## config.mk

```make
export PLATFORM = sky130hd
export DESIGN_NAME = dma_ctrl_regs
export DESIGN_NICKNAME = d
export VERILOG_FILES = /design/src/ctrl_map_pkg.sv /design/src/stat_map_pkg.sv /design/src/reg_write_fsm.sv /design/src/stream_word_assembler.sv /design/src/reg_read_mux.sv /design/src/dma_ctrl_regs.sv
export SDC_FILE = /design/constraint.sdc
export NUM_CORES = 1
export LEC_CHECK = 0
export ABC_AREA = 1
export BUFFER_PORTS_ARGS = -buffer_cell sky130_fd_sc_hd__buf_2
export CELL_PAD_IN_SITES_DETAIL_PLACEMENT = 0
export CELL_PAD_IN_SITES_GLOBAL_PLACEMENT = 1
export CORE_AREA = 3 3 407 409
export DETAILED_ROUTE_END_ITERATION = 8
export DIE_AREA = 0 0 410 412
export PLACE_DENSITY = 0.39
export SLEW_MARGIN = 20
export SYNTH_ARGS = -nofsm -noshare
export SYNTH_HDL_FRONTEND = slang
export SYNTH_HIERARCHICAL = 1
export SYNTH_SLANG_ARGS = --single-unit
export TNS_END_PERCENT = 1
```

## constraint.sdc

```tcl
create_clock -name user_clk -period 5.3 [get_ports user_clk]
set_input_delay 0.265 -clock user_clk [delete_from_list [all_inputs] [get_ports user_clk]]
set_output_delay 0.265 -clock user_clk [all_outputs]
set_load 0.005 [all_outputs]
```

## src/ctrl_map_pkg.sv

```systemverilog
package ctrl_map_pkg;

    // host port as seen from the BRAM controller
    localparam int HOST_DATA_W = 32;
    localparam int HOST_ADDR_W = 16;

    // register index sits in byte address bits 11:5, 32 bytes per register
    localparam int REG_ADDR_LSB = 5;
    localparam int REG_ADDR_W   = 7;

    typedef enum logic [REG_ADDR_W-1:0] {
        REG_TLB        = 7'h02,
        REG_PARAMS     = 7'h04,
        REG_DMA_READS  = 7'h0A,
        REG_DMA_WRITES = 7'h0B,
        REG_STATS      = 7'h0D
    } reg_sel_e;

    // tlb command, last word only contributes bit 0
    localparam int TLB_WORDS = 5;
    localparam int TLB_CMD_W = 129;

    // training parameter block
    localparam int PARAM_WORDS = 15;
    localparam int PARAM_W     = 480;

    typedef enum logic [1:0] {
        WR_IDLE,
        WR_DECODE,
        WR_STREAM_WAIT
    } write_state_e;

    typedef enum logic {
        RD_IDLE,
        RD_RESPOND
    } read_state_e;

endpackage

```

## src/stat_map_pkg.sv

```systemverilog
package stat_map_pkg;

    // width of one event counter
    localparam int STAT_W = 32;

    // byte length counters, read back in two halves
    localparam int LEN_W = 48;

    localparam int NUM_STATS = 10;

    // rotation order of the statistics register
    typedef enum logic [3:0] {
        STAT_WR_CMD,
        STAT_WR_WORD,
        STAT_WR_PKG,
        STAT_WR_LEN,
        STAT_RD_CMD,
        STAT_RD_WORD,
        STAT_RD_PKG,
        STAT_RD_LEN,
        STAT_TLB_MISS,
        STAT_TLB_CROSS
    } stat_sel_e;

    // returned for any register without a read function
    localparam logic [STAT_W-1:0] UNMAPPED_READ = 32'hdeadbeef;

endpackage

```

## src/reg_write_fsm.sv

```systemverilog
`timescale 1ns/1ps

module reg_write_fsm
    import ctrl_map_pkg::*;
(
    input  logic                   user_clk,
    input  logic                   user_aresetn,
    input  logic                   bram_en,
    input  logic [3:0]             bram_we,
    input  logic [HOST_ADDR_W-1:0] bram_addr,
    input  logic [HOST_DATA_W-1:0] bram_wrdata,
    input  logic                   tlb_busy,
    input  logic                   param_busy,
    output logic                   tlb_word_strobe,
    output logic                   param_word_strobe,
    output logic [HOST_DATA_W-1:0] word_data,
    output logic                   reset_dma_read_length,
    output logic                   reset_dma_write_length
);

    write_state_e           wr_state;
    logic [REG_ADDR_W-1:0]  wr_idx;
    logic [HOST_DATA_W-1:0] wr_data;
    logic                   host_wr;
    logic                   is_stream_reg;
    logic                   target_busy;

    assign host_wr = bram_en && bram_we[0];

    assign is_stream_reg = (wr_idx == REG_TLB) || (wr_idx == REG_PARAMS);

    // busy of whichever assembler the last write went to
    assign target_busy = (wr_idx == REG_TLB) ? tlb_busy : param_busy;

    always_ff @(posedge user_clk) begin
        if (!user_aresetn) begin
            wr_state <= WR_IDLE;
        end else begin
            case (wr_state)
                WR_IDLE: begin
                    if (host_wr) begin
                        wr_state <= WR_DECODE;
                    end
                end
                WR_DECODE: begin
                    if (is_stream_reg) begin
                        wr_state <= WR_STREAM_WAIT;
                    end else begin
                        wr_state <= WR_IDLE;
                    end
                end
                WR_STREAM_WAIT: begin
                    // stays here while a finished record waits for ready
                    if (!target_busy) begin
                        wr_state <= WR_IDLE;
                    end
                end
                default: begin
                    wr_state <= WR_IDLE;
                end
            endcase
        end
    end

    // host access is only taken while idle
    always_ff @(posedge user_clk) begin
        if (wr_state == WR_IDLE && host_wr) begin
            wr_idx  <= bram_addr[REG_ADDR_LSB +: REG_ADDR_W];
            wr_data <= bram_wrdata;
        end
    end

    assign word_data         = wr_data;
    assign tlb_word_strobe   = (wr_state == WR_DECODE) && (wr_idx == REG_TLB);
    assign param_word_strobe = (wr_state == WR_DECODE) && (wr_idx == REG_PARAMS);

    // one cycle pulse right after the decode edge
    always_ff @(posedge user_clk) begin
        if (!user_aresetn) begin
            reset_dma_read_length  <= 1'b0;
            reset_dma_write_length <= 1'b0;
        end else begin
            reset_dma_read_length  <= (wr_state == WR_DECODE) && (wr_idx == REG_DMA_READS);
            reset_dma_write_length <= (wr_state == WR_DECODE) && (wr_idx == REG_DMA_WRITES);
        end
    end

    a_single_len_reset: assert property (
        @(posedge user_clk) disable iff (!user_aresetn)
        !(reset_dma_read_length && reset_dma_write_length)
    );

endmodule

```

## src/stream_word_assembler.sv

```systemverilog
`timescale 1ns/1ps

module stream_word_assembler
    import ctrl_map_pkg::*;
#(
    parameter int NUM_WORDS = 5,
    parameter int OUT_W     = 129
) (
    input  logic                   user_clk,
    input  logic                   user_aresetn,
    input  logic                   word_strobe,
    input  logic [HOST_DATA_W-1:0] word_data,
    input  logic                   ready,
    output logic                   busy,
    output logic                   valid,
    output logic [OUT_W-1:0]       data
);

    localparam int CNT_W = (NUM_WORDS > 1) ? $clog2(NUM_WORDS) : 1;

    logic [CNT_W-1:0] word_cnt;
    logic             last_word;
    logic             take_word;

    assign take_word = word_strobe && !busy;
    assign last_word = (word_cnt == CNT_W'(NUM_WORDS - 1));

    always_ff @(posedge user_clk) begin
        if (!user_aresetn) begin
            word_cnt <= '0;
        end else if (take_word) begin
            if (last_word) begin
                word_cnt <= '0;
            end else begin
                word_cnt <= word_cnt + 1'b1;
            end
        end
    end

    // word k lands at bit 32k, anything past OUT_W is dropped
    always_ff @(posedge user_clk) begin
        if (take_word) begin
            for (int b = 0; b < OUT_W; b++) begin
                if (b / HOST_DATA_W == int'(word_cnt)) begin
                    data[b] <= word_data[b % HOST_DATA_W];
                end
            end
        end
    end

    // busy from last word to handshake, valid one edge after busy
    always_ff @(posedge user_clk) begin
        if (!user_aresetn) begin
            busy  <= 1'b0;
            valid <= 1'b0;
        end else begin
            if (valid && ready) begin
                busy  <= 1'b0;
                valid <= 1'b0;
            end else if (busy) begin
                valid <= 1'b1;
            end else if (take_word && last_word) begin
                busy <= 1'b1;
            end
        end
    end

    a_hold_under_backpressure: assert property (
        @(posedge user_clk) disable iff (!user_aresetn)
        (valid && !ready) |=> (valid && $stable(data))
    );

endmodule

```

## src/reg_read_mux.sv

```systemverilog
`timescale 1ns/1ps

module reg_read_mux
    import ctrl_map_pkg::*;
    import stat_map_pkg::*;
(
    input  logic                   user_clk,
    input  logic                   user_aresetn,
    input  logic                   bram_en,
    input  logic [3:0]             bram_we,
    input  logic [HOST_ADDR_W-1:0] bram_addr,
    input  logic [STAT_W-1:0]      dma_write_cmd_counter,
    input  logic [STAT_W-1:0]      dma_write_word_counter,
    input  logic [STAT_W-1:0]      dma_write_pkg_counter,
    input  logic [STAT_W-1:0]      dma_read_cmd_counter,
    input  logic [STAT_W-1:0]      dma_read_word_counter,
    input  logic [STAT_W-1:0]      dma_read_pkg_counter,
    input  logic [STAT_W-1:0]      tlb_miss_counter,
    input  logic [STAT_W-1:0]      tlb_boundary_crossing_counter,
    input  logic [LEN_W-1:0]       dma_write_length_counter,
    input  logic [LEN_W-1:0]       dma_read_length_counter,
    input  logic                   dma_reads_flushed,
    output logic [HOST_DATA_W-1:0] bram_rddata
);

    localparam int PAD_W = 2 * HOST_DATA_W - LEN_W;

    read_state_e            rd_state;
    logic [REG_ADDR_W-1:0]  rd_idx;
    stat_sel_e              stat_idx;
    logic                   rd_upper;
    logic                   wr_upper;
    logic [HOST_DATA_W-1:0] stat_val;
    logic [HOST_DATA_W-1:0] resp_mux;
    logic [HOST_DATA_W-1:0] rd_resp;
    logic                   rd_resp_vld;

    always_comb begin
        case (stat_idx)
            STAT_WR_CMD:    stat_val = dma_write_cmd_counter;
            STAT_WR_WORD:   stat_val = dma_write_word_counter;
            STAT_WR_PKG:    stat_val = dma_write_pkg_counter;
            STAT_WR_LEN:    stat_val = dma_write_length_counter[HOST_DATA_W-1:0];
            STAT_RD_CMD:    stat_val = dma_read_cmd_counter;
            STAT_RD_WORD:   stat_val = dma_read_word_counter;
            STAT_RD_PKG:    stat_val = dma_read_pkg_counter;
            STAT_RD_LEN:    stat_val = dma_read_length_counter[HOST_DATA_W-1:0];
            STAT_TLB_MISS:  stat_val = tlb_miss_counter;
            STAT_TLB_CROSS: stat_val = tlb_boundary_crossing_counter;
            default:        stat_val = '0;
        endcase
    end

    always_comb begin
        case (rd_idx)
            REG_DMA_READS: begin
                // length is only meaningful once reads are flushed
                if (!dma_reads_flushed) begin
                    resp_mux = '0;
                end else if (rd_upper) begin
                    resp_mux = {{PAD_W{1'b0}}, dma_read_length_counter[LEN_W-1:HOST_DATA_W]};
                end else begin
                    resp_mux = dma_read_length_counter[HOST_DATA_W-1:0];
                end
            end
            REG_DMA_WRITES: begin
                if (wr_upper) begin
                    resp_mux = {{PAD_W{1'b0}}, dma_write_length_counter[LEN_W-1:HOST_DATA_W]};
                end else begin
                    resp_mux = dma_write_length_counter[HOST_DATA_W-1:0];
                end
            end
            REG_STATS: resp_mux = stat_val;
            default:   resp_mux = UNMAPPED_READ;
        endcase
    end

    always_ff @(posedge user_clk) begin
        if (!user_aresetn) begin
            rd_state    <= RD_IDLE;
            stat_idx    <= STAT_WR_CMD;
            rd_upper    <= 1'b0;
            wr_upper    <= 1'b0;
            rd_resp_vld <= 1'b0;
        end else begin
            rd_resp_vld <= 1'b0;
            case (rd_state)
                RD_IDLE: begin
                    if (bram_en && !bram_we[0]) begin
                        rd_state <= RD_RESPOND;
                    end
                end
                RD_RESPOND: begin
                    rd_resp_vld <= 1'b1;
                    if (rd_idx == REG_DMA_READS) begin
                        rd_upper <= ~rd_upper;
                    end
                    if (rd_idx == REG_DMA_WRITES) begin
                        wr_upper <= ~wr_upper;
                    end
                    if (rd_idx == REG_STATS) begin
                        if (stat_idx == STAT_TLB_CROSS) begin
                            stat_idx <= STAT_WR_CMD;
                        end else begin
                            stat_idx <= stat_sel_e'(stat_idx + 1'b1);
                        end
                    end
                    rd_state <= RD_IDLE;
                end
                default: begin
                    rd_state <= RD_IDLE;
                end
            endcase
        end
    end

    always_ff @(posedge user_clk) begin
        if (rd_state == RD_IDLE && bram_en && !bram_we[0]) begin
            rd_idx <= bram_addr[REG_ADDR_LSB +: REG_ADDR_W];
        end
        if (rd_state == RD_RESPOND) begin
            rd_resp <= resp_mux;
        end
    end

    // second stage, value holds until the next read lands
    always_ff @(posedge user_clk) begin
        if (!user_aresetn) begin
            bram_rddata <= '0;
        end else if (rd_resp_vld) begin
            bram_rddata <= rd_resp;
        end
    end

    a_stat_idx_range: assert property (
        @(posedge user_clk) disable iff (!user_aresetn)
        int'(stat_idx) < NUM_STATS
    );

endmodule

```

## src/dma_ctrl_regs.sv

```systemverilog
`timescale 1ns/1ps

module dma_ctrl_regs
    import ctrl_map_pkg::*;
    import stat_map_pkg::*;
#(
    parameter int TLB_WORDS   = ctrl_map_pkg::TLB_WORDS,
    parameter int TLB_CMD_W   = ctrl_map_pkg::TLB_CMD_W,
    parameter int PARAM_WORDS = ctrl_map_pkg::PARAM_WORDS,
    parameter int PARAM_W     = ctrl_map_pkg::PARAM_W
) (
    input  logic                   user_clk,
    input  logic                   user_aresetn,
    // host port from the BRAM controller
    input  logic                   bram_en,
    input  logic [3:0]             bram_we,
    input  logic [HOST_ADDR_W-1:0] bram_addr,
    input  logic [HOST_DATA_W-1:0] bram_wrdata,
    output logic [HOST_DATA_W-1:0] bram_rddata,
    // tlb command stream
    output logic                   tlb_cmd_valid,
    input  logic                   tlb_cmd_ready,
    output logic [TLB_CMD_W-1:0]   tlb_cmd_data,
    // parameter block stream
    output logic                   param_valid,
    input  logic                   param_ready,
    output logic [PARAM_W-1:0]     param_data,
    // dma and tlb statistics
    input  logic [STAT_W-1:0]      dma_write_cmd_counter,
    input  logic [STAT_W-1:0]      dma_write_word_counter,
    input  logic [STAT_W-1:0]      dma_write_pkg_counter,
    input  logic [STAT_W-1:0]      dma_read_cmd_counter,
    input  logic [STAT_W-1:0]      dma_read_word_counter,
    input  logic [STAT_W-1:0]      dma_read_pkg_counter,
    input  logic [STAT_W-1:0]      tlb_miss_counter,
    input  logic [STAT_W-1:0]      tlb_boundary_crossing_counter,
    input  logic [LEN_W-1:0]       dma_write_length_counter,
    input  logic [LEN_W-1:0]       dma_read_length_counter,
    input  logic                   dma_reads_flushed,
    output logic                   reset_dma_write_length,
    output logic                   reset_dma_read_length
);

    logic                   tlb_word_strobe;
    logic                   param_word_strobe;
    logic [HOST_DATA_W-1:0] word_data;
    logic                   tlb_busy;
    logic                   param_busy;

    reg_write_fsm u_write_fsm (
        .user_clk               (user_clk),
        .user_aresetn           (user_aresetn),
        .bram_en                (bram_en),
        .bram_we                (bram_we),
        .bram_addr              (bram_addr),
        .bram_wrdata            (bram_wrdata),
        .tlb_busy               (tlb_busy),
        .param_busy             (param_busy),
        .tlb_word_strobe        (tlb_word_strobe),
        .param_word_strobe      (param_word_strobe),
        .word_data              (word_data),
        .reset_dma_read_length  (reset_dma_read_length),
        .reset_dma_write_length (reset_dma_write_length)
    );

    stream_word_assembler #(
        .NUM_WORDS (TLB_WORDS),
        .OUT_W     (TLB_CMD_W)
    ) u_tlb_asm (
        .user_clk     (user_clk),
        .user_aresetn (user_aresetn),
        .word_strobe  (tlb_word_strobe),
        .word_data    (word_data),
        .ready        (tlb_cmd_ready),
        .busy         (tlb_busy),
        .valid        (tlb_cmd_valid),
        .data         (tlb_cmd_data)
    );

    stream_word_assembler #(
        .NUM_WORDS (PARAM_WORDS),
        .OUT_W     (PARAM_W)
    ) u_param_asm (
        .user_clk     (user_clk),
        .user_aresetn (user_aresetn),
        .word_strobe  (param_word_strobe),
        .word_data    (word_data),
        .ready        (param_ready),
        .busy         (param_busy),
        .valid        (param_valid),
        .data         (param_data)
    );

    reg_read_mux u_read_mux (
        .user_clk                      (user_clk),
        .user_aresetn                  (user_aresetn),
        .bram_en                       (bram_en),
        .bram_we                       (bram_we),
        .bram_addr                     (bram_addr),
        .dma_write_cmd_counter         (dma_write_cmd_counter),
        .dma_write_word_counter        (dma_write_word_counter),
        .dma_write_pkg_counter         (dma_write_pkg_counter),
        .dma_read_cmd_counter          (dma_read_cmd_counter),
        .dma_read_word_counter         (dma_read_word_counter),
        .dma_read_pkg_counter          (dma_read_pkg_counter),
        .tlb_miss_counter              (tlb_miss_counter),
        .tlb_boundary_crossing_counter (tlb_boundary_crossing_counter),
        .dma_write_length_counter      (dma_write_length_counter),
        .dma_read_length_counter       (dma_read_length_counter),
        .dma_reads_flushed             (dma_reads_flushed),
        .bram_rddata                   (bram_rddata)
    );

endmodule

```

### After elaboration in Yosys (flattened, before gate mapping)

Index checks and enable logic that the tools add are counted.

| word-level totals | value |
|---|---|
| register bits after elaboration | 742 |
| output and inout port bits | 645 |
| logic and storage cells | 155 |

| operators by class | value |
|---|---|
| add/subtract/negate cells | 3 |
| eq/ne operators | 40 |
| mux-type cells | 20 |
| bitwise logic cells | 4 |
| reduce and logical (&&, ||, !) cells | 49 |

Operators with widths:

| cell | number |
|---|---|
| $pmux 32 s10 | 1 |
| $mux 32 | 3 |
| $pmux 32 s3 | 1 |
| $reduce_and 2->1 | 24 |
| $eq 7x4->1 const B | 5 |
| $eq 4x4->1 const A | 8 |
| $eq 3x4->1 const A | 4 |
| $eq 4x3->1 const B | 4 |
| $logic_and 1x1->1 | 15 |
| $eq 4x4->1 const B | 3 |
| $eq 3x3->1 const A | 3 |
| $add 4x1->4 const B | 2 |
| $eq 2x4->1 const A | 2 |
| $eq 4x2->1 const B | 2 |
| $logic_not 4->1 | 2 |
| $mux 4 | 2 |
| $eq 7x2->1 const B | 1 |
| $eq 7x3->1 const B | 1 |
| $mux 1 | 7 |
| $mux 2 | 3 |
| $pmux 2 s3 | 1 |
| $eq 4x1->1 const B | 1 |
| $not 1->1 | 4 |
| $reduce_or 2->1 | 2 |
| 13 further kinds | 15 |

### Depth between registers and ports, before layout

Gate-level depths: netlist (run 1).

| logic depth | value |
|---|---|
| depth in word-level cells | 6 |
| depth in mapped cells | 10 |
| mapped depth without buffers | 10 |

### Hierarchy

Netlist (run 1), hierarchy kept.

Modules (own cells, without submodules):

| module | times used | cells each | area an instance (um2) | sequential area each (um2) |
|---|---|---|---|---|
| stream_word_assembler at u_param_asm | 1 | 549 | 14797.9 | 14533.9 |
| reg_read_mux | 1 | 1219 | 6830.3 | 1971.9 |
| stream_word_assembler at u_tlb_asm | 1 | 176 | 4202.8 | 3973.8 |
| reg_write_fsm | 1 | 83 | 1472.7 | 1251.2 |

### Worst setup path after synthesis (run 1)

OpenSTA, ideal clock, no wires.

| timing | value |
|---|---|
| path type | register to register |
| start point | reg u_write_fsm.wr_state[0] |
| end point | reg u_write_fsm.wr_data[0] (netlist: u_write_fsm/word_data[0]) (enable) |
| setup time | 0.484 ns |
| arrival | 3.159 ns |
| data required time | 4.816 ns |
| setup slack | 1.657 ns |
| cell stages (with the launch flop) | 4 |
| buffers on the path | 0 |
| clock period less this slack | 3.643 ns |
| cells stage by stage | dfxtp_1 -> inv_1 -> nand2_1 -> nor3_1 |

| between the ends | value |
|---|---|
| cells in the longest elaborated chain, start to end | 2 |

Ends and longest elaborated chain:

| item | line | text |
|---|---|---|
| start: declaration | reg_write_fsm.sv:21 | `write_state_e wr_state;` |
| start signal: assignment | reg_write_fsm.sv:37 | `wr_state <= WR_IDLE;` |
| start signal: assignment | reg_write_fsm.sv:42 | `wr_state <= WR_DECODE;` |
| start signal: assignment | reg_write_fsm.sv:47 | `wr_state <= WR_STREAM_WAIT;` |
| $logic_not 2->1 | reg_write_fsm.sv:67 | `if (wr_state == WR_IDLE && host_wr) begin` |
| $logic_and 1x1->1 | reg_write_fsm.sv:67 |  |
| end signal: assignment | reg_write_fsm.sv:69 | `wr_data <= bram_wrdata;` |
| end: declaration | reg_write_fsm.sv:23 | `logic [HOST_DATA_W-1:0] wr_data;` |

Every way passes these cells.
A chain may end at the register's enable or synchronous reset.

### Worst setup path in the final report (run 1)

| timing | value |
|---|---|
| start point | reg u_read_mux.rd_idx[2] |
| end point | reg u_read_mux.rd_resp[25] (data pin) |

| between the ends | value |
|---|---|
| cells in the longest elaborated chain, start to end | 2 |

Ends and longest elaborated chain:

| item | line | text |
|---|---|---|
| start: declaration | reg_read_mux.sv:29 | `logic [REG_ADDR_W-1:0] rd_idx;` |
| start signal: assignment | reg_read_mux.sv:119 | `rd_idx <= bram_addr[REG_ADDR_LSB +: REG_ADDR_W];` |
| $eq 7x4->1 | reg_read_mux.sv:55 | `case (rd_idx)` |
| $pmux 32 s3 (*) | reg_read_mux.sv:55 |  |
| via u_read_mux.resp_mux[25] | reg_read_mux.sv:34 | `logic [HOST_DATA_W-1:0] resp_mux;` |
| end signal: assignment | reg_read_mux.sv:122 | `rd_resp <= resp_mux;` |
| end: declaration | reg_read_mux.sv:35 | `logic [HOST_DATA_W-1:0] rd_resp;` |

The timed path passes the listed nets; every way through them passes the cells marked *.

==> impl_metrics.env, run 1 <==
export IMPL_clockBufferDepth=3
export IMPL_drtIter0Drc=1532
export IMPL_final_min_clock_period_ns=3.49
export IMPL_dp_worst_setup_slack_ns=1.86
export IMPL_final_fill_count=17500
export IMPL_die_height_um=412
export IMPL_grt_overflow=0
export IMPL_via_count_of_the_first_global_routing_pass=20900
export IMPL_sw_frac_of_total=0.221
export IMPL_min_path_cells=5
export IMPL_cts_tree="yes"
export IMPL_most_common_library_cell_in_the_layout_ignoring_fill_and_taps="buf_2"
export IMPL_setup_reg_to_reg_worst_slack_ns=1.81
export IMPL_grt_start_max_net_pins=67
export IMPL_cp_arrival_ns=4.00
export IMPL_syn_cell_area_mm2=0.0273
export IMPL_required_ns=5.81
export IMPL_instances_no_fill=5467
export IMPL_drcViolationCount=0
export IMPL_grt_use_total=0.164
export IMPL_core_area_mm2=0.162
export IMPL_routed_wl_um=145000
export IMPL_p_int_mw=9.75
export IMPL_dr_total_vias=20700
export IMPL_route_antenna_remaining_nets=0
export IMPL_finalPower_mw=12.5
export IMPL_fmax_mhz=287
export IMPL_boundaryPins=1055
export IMPL_worst_setup_path_type="flip-flop to flip-flop"
export IMPL_clkTransAtPathRegs_ns=0.06
export IMPL_number_of_buffers_inserted_by_hold_repair_at_cts=85
export IMPL_holdCritStartpoint="dma_write_length_counter[27]"
export IMPL_total_switching_power_mw=2.77
export IMPL_nets=3623
export IMPL_tightestPinTransition_ns=1.06
export IMPL_avgSynthCellArea_um2=13.5
export IMPL_crit_path_max_fanout=16
export IMPL_synth_distinct_cells=32
export IMPL_syn_num_nets=2442
export IMPL_seqCellArea_mm2=0.0217
export IMPL_ctsResizeCount=0
export IMPL_die_area_mm2=0.169
export IMPL_gp_congestion=0.863
export IMPL_share_of_power_burned_in_combinational_logic=0.030
export IMPL_multi_input_area_mm2=0.00496
export IMPL_synth_ff_latch_count=742
export IMPL_numPlacedInstances=5212
export IMPL_grt_pass1_wl_um=191000
export IMPL_final_critical_path_setup_slack_ns=1.81
export IMPL_grt_setup_unrepaired="false"
export IMPL_post_synth_inst_count=2027
export IMPL_power_share_clock=0.452
export IMPL_post_cts_setup_buffer_count=0
export IMPL_run_status="complete, no violations"
export IMPL_timing_reg2reg_worst_path_depth=10
export IMPL_mostFrequentLayoutCells="1,042 x buf_2, 687 x edfxtp_1, 486 x nand2_1"
export IMPL_setup_viol_count_final=0
export IMPL_hp_class="input port to flip-flop"
export IMPL_initial_core_util=0.168
export IMPL_ys_async_sr_fraction=0
export IMPL_slew_limit_headroom=0.290
export IMPL_synth_edf_count=687
export IMPL_clock_root_buffer="clkbuf_16"
export IMPL_drt_wirelength_per_cell_um=26.5
export IMPL_worst_skew_pair_late_latency_ns=0.69
export IMPL_final_max_slew_viol_count=0
export IMPL_drv_cap=0
export IMPL_clock_sink_count=742
export IMPL_ys_warnings_count=6
export IMPL_timing_hold_ws_ns=0.0758
export IMPL_h_tree_depth=3
export IMPL_post_route_period_util=0.658
export IMPL_timing_setup_tns_ns=0
export IMPL_clock_skew_ns=0.0529
export IMPL_synth_sequential_area_ratio=0.796
export IMPL_antenna_found_initial=39
export IMPL_drive_above_1_share=0.385
export IMPL_numPortBuffers=1042
export IMPL_postSynth_topFlopCell="edfxtp_1"
export IMPL_rr_endpoint="u_read_mux/rd_resp[25]"
export IMPL_worst_setup_path_end_kind="flip-flop"
export IMPL_drt_pass1_iter_count=7
export IMPL_dp_hpwl_um=112000
export IMPL_std_cell_rows=148
export IMPL_regToRegStartpoint="u_read_mux/rd_idx[2]"
export IMPL_timing_hold_violations_final=0
export IMPL_total_power_divided_by_cell_area_mw_per_mm2=321
export IMPL_seqPwrFrac=0.519
export IMPL_worst_setup_path_start_kind="flip-flop"
export IMPL_detail_route_vias_per_cell=3.78
export IMPL_die_x_um=410
export IMPL_peakVddDrop_v=0.000216
export IMPL_power_leakage_nw=15.7
export IMPL_syn2layout_area_growth_pct=42.8
export IMPL_cts_buffers_inserted=84
export IMPL_min_to="u_read_mux/rd_resp[27]"
[worst max-delay path by stage]
stage                                       start                       end  slack, ns  depth (start not counted)
after floorplan           u_write_fsm/wr_state[0]  u_write_fsm/word_data[0]       1.66                          3
after global placement      u_write_fsm/wr_idx[3]     u_param_asm/data[268]       1.82                          9
after detailed placement    u_write_fsm/wr_idx[3]     u_param_asm/data[177]       1.86                          9
after CTS                    u_read_mux/rd_idx[2]    u_read_mux/rd_resp[26]       1.70                         10
after global routing         u_read_mux/rd_idx[2]    u_read_mux/rd_resp[26]       1.51                         10
final                        u_read_mux/rd_idx[2]    u_read_mux/rd_resp[25]       1.81                         10
[worst max-delay path, stage by stage, from the launching register on]
cell,delay (ns)
edfxtp_1,0.41
inv_1,0.07
nand2_1,0.07
nor2_2,0.58
nand2_1,0.40
nor2_2,0.85
nand2_1,0.12
nand2_1,0.10
nor2_1,0.05
dlygate4sd3_1,0.56
nand2_1,0.06
[state kept, by name, summed over array words and instances, names as in the netlist, 2 cells and up]
signal and cells:
u_read_mux/rd_idx 7, u_write_fsm/word_data 32, u_write_fsm/wr_idx 7, u_tlb_asm/word_cnt 3, u_param_asm/word_cnt 4, u_read_mux/rd_resp 32
u_write_fsm/wr_state 2, u_read_mux/bram_rddata 32, u_tlb_asm/data 129, u_read_mux/stat_idx 4, u_param_asm/data 480
[synthesized netlist by cell type, types with 2 or more instances]
library cell | number | area [µm²]
nor4_1 | 3 | 18.8
nor2_4 | 3 | 33.8
a21oi_1 | 31 | 155
nand4_1 | 2 | 12.5
dfxtp_1 | 55 | 1100
inv_2 | 6 | 22.5
edfxtp_1 | 687 | 20600
buf_4 | 5 | 37.5
nor2_2 | 9 | 56.3
o21ai_0 | 38 | 190
inv_1 | 95 | 357
nand3_2 | 3 | 30.0
nor3_1 | 5 | 25.0
ha_1 | 5 | 62.6
buf_1 | 5 | 18.8
o21a_1 | 5 | 37.5
nor2_1 | 190 | 713
clkbuf_1 | 32 | 120
nand2_1 | 486 | 1820
nand2_2 | 5 | 31.3
buf_2 | 41 | 205
nand3_1 | 304 | 1520
clkinv_1 | 3 | 11.3
[cell type report]
class,instances,share of cell area
Clock inverter,47,0.0121
Timing Repair Buffer,1179,0.166
Tap cell,2175,0.0698
Clock buffer,108,0.0562
Antenna cell,15,0.000963
Sequential cell,742,0.557
Inverter,104,0.0100
Multi-Input combinational cell,1097,0.127
[cell families after synthesis]
family	synth area share
AO/OA/AOI/OAI	0.0151
AND/OR/NAND/NOR	0.158
flip-flops	0.796
buffers and inverters	0.0287
adder cells (fa/ha/maj)	0.00229
[power by group through the flow]
stage | Sequential (mW) | Clock, mW | Combinational (mW)
after floorplan | 6.57 | 0 | 0.0716
after global placement | 6.62 | 0 | 0.328
after detailed placement | 6.62 | 0 | 0.329
after CTS | 6.50 | 5.85 | 0.383
after global routing | 6.50 | 6.09 | 0.408
final | 6.49 | 5.66 | 0.371
[metal layers]
metal	wire length [µm]	global-route usage
met1	55100	0.184
met2	74700	0.301
met3	11400	0.0478
met4	3370	0.0442
met5	191	0
[per-stage QoR]
stage	area (µm²)	utilization
2_1_floorplan	27300	-
3_3_place_gp	35400	0.218
3_5_place_dp	35400	0.218
4_1_cts	39000	0.240
5_1_grt	39000	0.240
6_report	39000	0.240
Note: power is estimated with default switching activity, not from simulation.
==> run 2: changes to the inputs <==
Settings changed: ABC_AREA 1 to 0, CORE_AREA 3 3 407 409 to 3 3 413 415, DIE_AREA 0 0 410 412 to 0 0 416 418, PLACE_DENSITY 0.39 to 0.36.
Clock period 5.3 ns to 3.6 ns, I/O delays scaled along.
==> impl_metrics.env, run 2 <==
export IMPL_drtIter0Drc=1221
export IMPL_total_switching_power_mw=4.12
export IMPL_dominant_cells_by_area_after_synthesis="edfxtp_1 77%, dfxtp_1 4.1%, mux2i_1 3.5%, a22oi_1 2.0%, nor2b_1 1.0%"
export IMPL_initial_core_util=0.161
export IMPL_boundaryPins=1055
export IMPL_critPathMaxStageDelay_ns=0.68
export IMPL_grt_overflow=0
export IMPL_nets=3099
export IMPL_core_area_mm2=0.167
export IMPL_cts_buffers_inserted=84
export IMPL_peakVddDrop_v=0.000317
export IMPL_detail_route_vias_per_cell=3.78
export IMPL_syn_num_nets=1853
export IMPL_synth_edf_count=687
export IMPL_cts_tree="yes"
export IMPL_total_power_divided_by_cell_area_mw_per_mm2=475
export IMPL_sw_frac_of_total=0.221
export IMPL_required_ns=4.11
export IMPL_postSynth_topFlopCell="edfxtp_1"
export IMPL_worst_path_dominant_cell_family="buffers and inverters"
export IMPL_tightestPinTransition_ns=1.02
export IMPL_std_cell_rows=150
export IMPL_setup_reg_to_reg_worst_slack_ns=0.24
export IMPL_seqPwrFrac=0.511
export IMPL_routed_wl_um=135000
export IMPL_via_count_of_the_first_global_routing_pass=20300
export IMPL_layout_top_registers="u_param_asm/data (480), u_tlb_asm/data (129)"
export IMPL_die_area_mm2=0.174
export IMPL_clock_sink_count=742
export IMPL_synth_distinct_cells=80
export IMPL_min_to="u_read_mux/rd_resp[7]"
export IMPL_fin_util=0.235
export IMPL_netlist_top_cells_count="687 x edfxtp_1, 95 x mux2i_1, 72 x a22oi_1"
export IMPL_route_antenna_remaining_nets=0
export IMPL_worst_setup_path_end_kind="flip-flop"
export IMPL_timing_reg2reg_worst_path_depth=9
export IMPL_drt_wirelength_per_cell_um=27.3
export IMPL_clockBufferDepth=3
export IMPL_dr_total_vias=18800
export IMPL_drv_cap=0
export IMPL_h_tree_depth=3
export IMPL_timing_hold_violations_final=0
export IMPL_final_critical_path_setup_slack_ns=0.241
export IMPL_final_min_clock_period_ns=3.36
export IMPL_post_synth_inst_count=1438
export IMPL_die_x_um=416
export IMPL_avgSynthCellArea_um2=18.7
export IMPL_clock_root_buffer="clkbuf_16"
export IMPL_final_max_slew_viol_count=0
export IMPL_regMostFlops="u_param_asm/data"
export IMPL_grt_use_total=0.149
export IMPL_timing_hold_ws_ns=0.0769
export IMPL_share_of_power_burned_in_combinational_logic=0.031
export IMPL_power_share_clock=0.459
export IMPL_cp_arrival_ns=3.87
export IMPL_synth_ff_latch_count=742
export IMPL_grt_start_max_net_pins=41
export IMPL_yosysMostFrequentCell="edfxtp_1"
export IMPL_post_route_period_util=0.933
export IMPL_fmax_mhz=298
export IMPL_drt_pass1_iter_count=5
export IMPL_place_area_mm2=0.0354
export IMPL_syn2layout_area_growth_pct=46.6
export IMPL_synth_sequential_area_ratio=0.810
export IMPL_ys_warnings_count=6
export IMPL_clock_skew_ns=0.0480
export IMPL_gp_congestion=0.847
export IMPL_yosys_area_top_type_share=0.769
export IMPL_min_path_cells=5
export IMPL_antenna_found_initial=9
export IMPL_grt_setup_unrepaired="false"
export IMPL_most_common_library_cell_in_the_layout_ignoring_fill_and_taps="buf_2"
export IMPL_worst_path_max_delay_cell="nor2_4"
export IMPL_hp_class="input port to flip-flop"
export IMPL_numPortBuffers=1042
export IMPL_drcViolationCount=0
export IMPL_netlist_top_cell_by_area="edfxtp_1"
export IMPL_rr_endpoint="u_read_mux/rd_resp[28]"
export IMPL_drive_above_1_share=0.482
export IMPL_clkTransAtPathRegs_ns=0.06
export IMPL_die_height_um=418
export IMPL_crit_path_max_fanout=15
export IMPL_mostFrequentLayoutCells="1,042 x buf_2, 687 x edfxtp_1, 111 x dlygate4sd3_1"
export IMPL_crit_buf_inv=4
export IMPL_final_cell_area_mm2=0.0393
export IMPL_setup_viol_count_final=0
export IMPL_grt_pass1_wl_um=178000
export IMPL_worst_setup_path_start_kind="flip-flop"
export IMPL_power_leakage_nw=14.2
export IMPL_ys_async_sr_fraction=0
export IMPL_syn_cell_area_mm2=0.0268
export IMPL_largest_register_ff_count=480
export IMPL_dp_worst_setup_slack_ns=0.0545
export IMPL_holdCritStartpoint="dma_read_word_counter[7]"
export IMPL_crit_chain="nor2b_1 > buf_4 > nand2_1 > nor2_4 > buf_4 > a221oi_1 > dlygate4sd3_1 > o21ai_0 > dlygate4sd3_1"
export IMPL_run_status="complete, no violations"
export IMPL_worst_setup_path_type="flip-flop to flip-flop"
export IMPL_dp_hpwl_um=103000
export IMPL_slew_limit_headroom=0.317
export IMPL_worst_skew_pair_late_latency_ns=0.69
export IMPL_p_int_mw=14.6
export IMPL_timing_setup_tns_ns=0
export IMPL_regToRegStartpoint="u_read_mux/rd_idx[2]"
[run 2: cell types whose count changed after synthesis, moves of 13 or more]
cell,change
nor2b_1,+45
mux2_2,+14
a221oi_1,+19
a22oi_1,+72
o221ai_1,+13
nand3_1,-294
nand2_1,-446
o22ai_1,+26
clkbuf_1,-13
mux2i_1,+95
nor2_1,-156
a21oi_1,-13
inv_1,-84
[run 2: layer usage]
metal,share of wire,GRT usage,vias to the layer above,routed length [µm]
met5,0.000096,0,-,13
met4,0.039,0.0587,2,5220
met3,0.064,0.0402,179,8670
met2,0.55,0.289,852,74300
met1,0.35,0.149,9471,47100
li1,-,-,8255,-
[run 2: metrics by stage]
step                power [mW]  instances
finish                    18.7       4957
global route              19.4       4956
CTS                       19.0       4948
detailed placement        10.2       4686
global placement          10.2       4686
floorplan                 9.79       1438
[run 2: worst register-to-register path: cells and delay by family, from the launching register on]
kind | cells | cell delay (ns)
buffers and inverters | 4 | 1.62
DFF | 1 | 0.44
AOI/OAI and AO/OA | 2 | 0.15
and+or+nand+nor | 3 | 1.01
[run 2: worst max path at each step]
stage / start / slack (ns) / depth (start not counted) / endpoint
floorplan: u_write_fsm/wr_idx[5] / -0.66 / 7 / u_tlb_asm/data[32]
global placement: u_write_fsm/wr_idx[5] / -0.004 / 7 / u_param_asm/data[65]
detailed placement: u_write_fsm/wr_idx[5] / 0.05 / 7 / u_param_asm/data[84]
CTS: u_write_fsm/wr_idx[5] / 0.03 / 7 / u_param_asm/data[84]
global route: u_write_fsm/wr_idx[5] / 0.006 / 7 / u_param_asm/data[84]
finish: u_read_mux/rd_idx[2] / 0.24 / 9 / u_read_mux/rd_resp[28]
[run 2: timing repair]
item                                    4_1_cts  5_1_grt
gates resized for setup                       0        0
buffers inserted                              0        5
endpoints found under the setup margin        0        2
hold buffers                                110        1
hold endpoints to repair                     96        6
[run 2: area by class of cell]
cell class / count / area [µm²]
repair buffers: 1232 / 7180
well taps: 2204 / 2760
clock inverters: 54 / 602
inverters: 12 / 45.0
multi-input cells: 612 / 4820
flip-flops and latches: 742 / 21700
fillers: 17800 / 128000
clock buffers: 98 / 2170
diodes: 3 / 7.51
[run 2: cell families (layout without fill, tap and decap cells)]
| logic type | count (synthesis) | in the layout | synth area share |
|---|---|---|---|
| AOI/OAI and AO/OA | 260 | 260 | 0.0697 |
| xor gates and xnor gates | 5 | 5 | 0.00163 |
| adders and majority gates | 5 | 5 | 0.00233 |
| buffers and inverters | 84 | 1396 | 0.0171 |
| DFF | 742 | 742 | 0.810 |
| muxes | 119 | 119 | 0.0498 |
| other | 0 | 3 | 0 |
| and+or+nand+nor | 223 | 223 | 0.0496 |
[run 2: power groups by stage]
stage	sequential, mW	combinational [mW]	clock [mW]
after floorplan	9.66	0.129	0
after global placement	9.73	0.502	0
after detailed placement	9.73	0.500	0
after CTS	9.55	0.583	8.90
after global routing	9.55	0.618	9.20
final	9.54	0.572	8.57
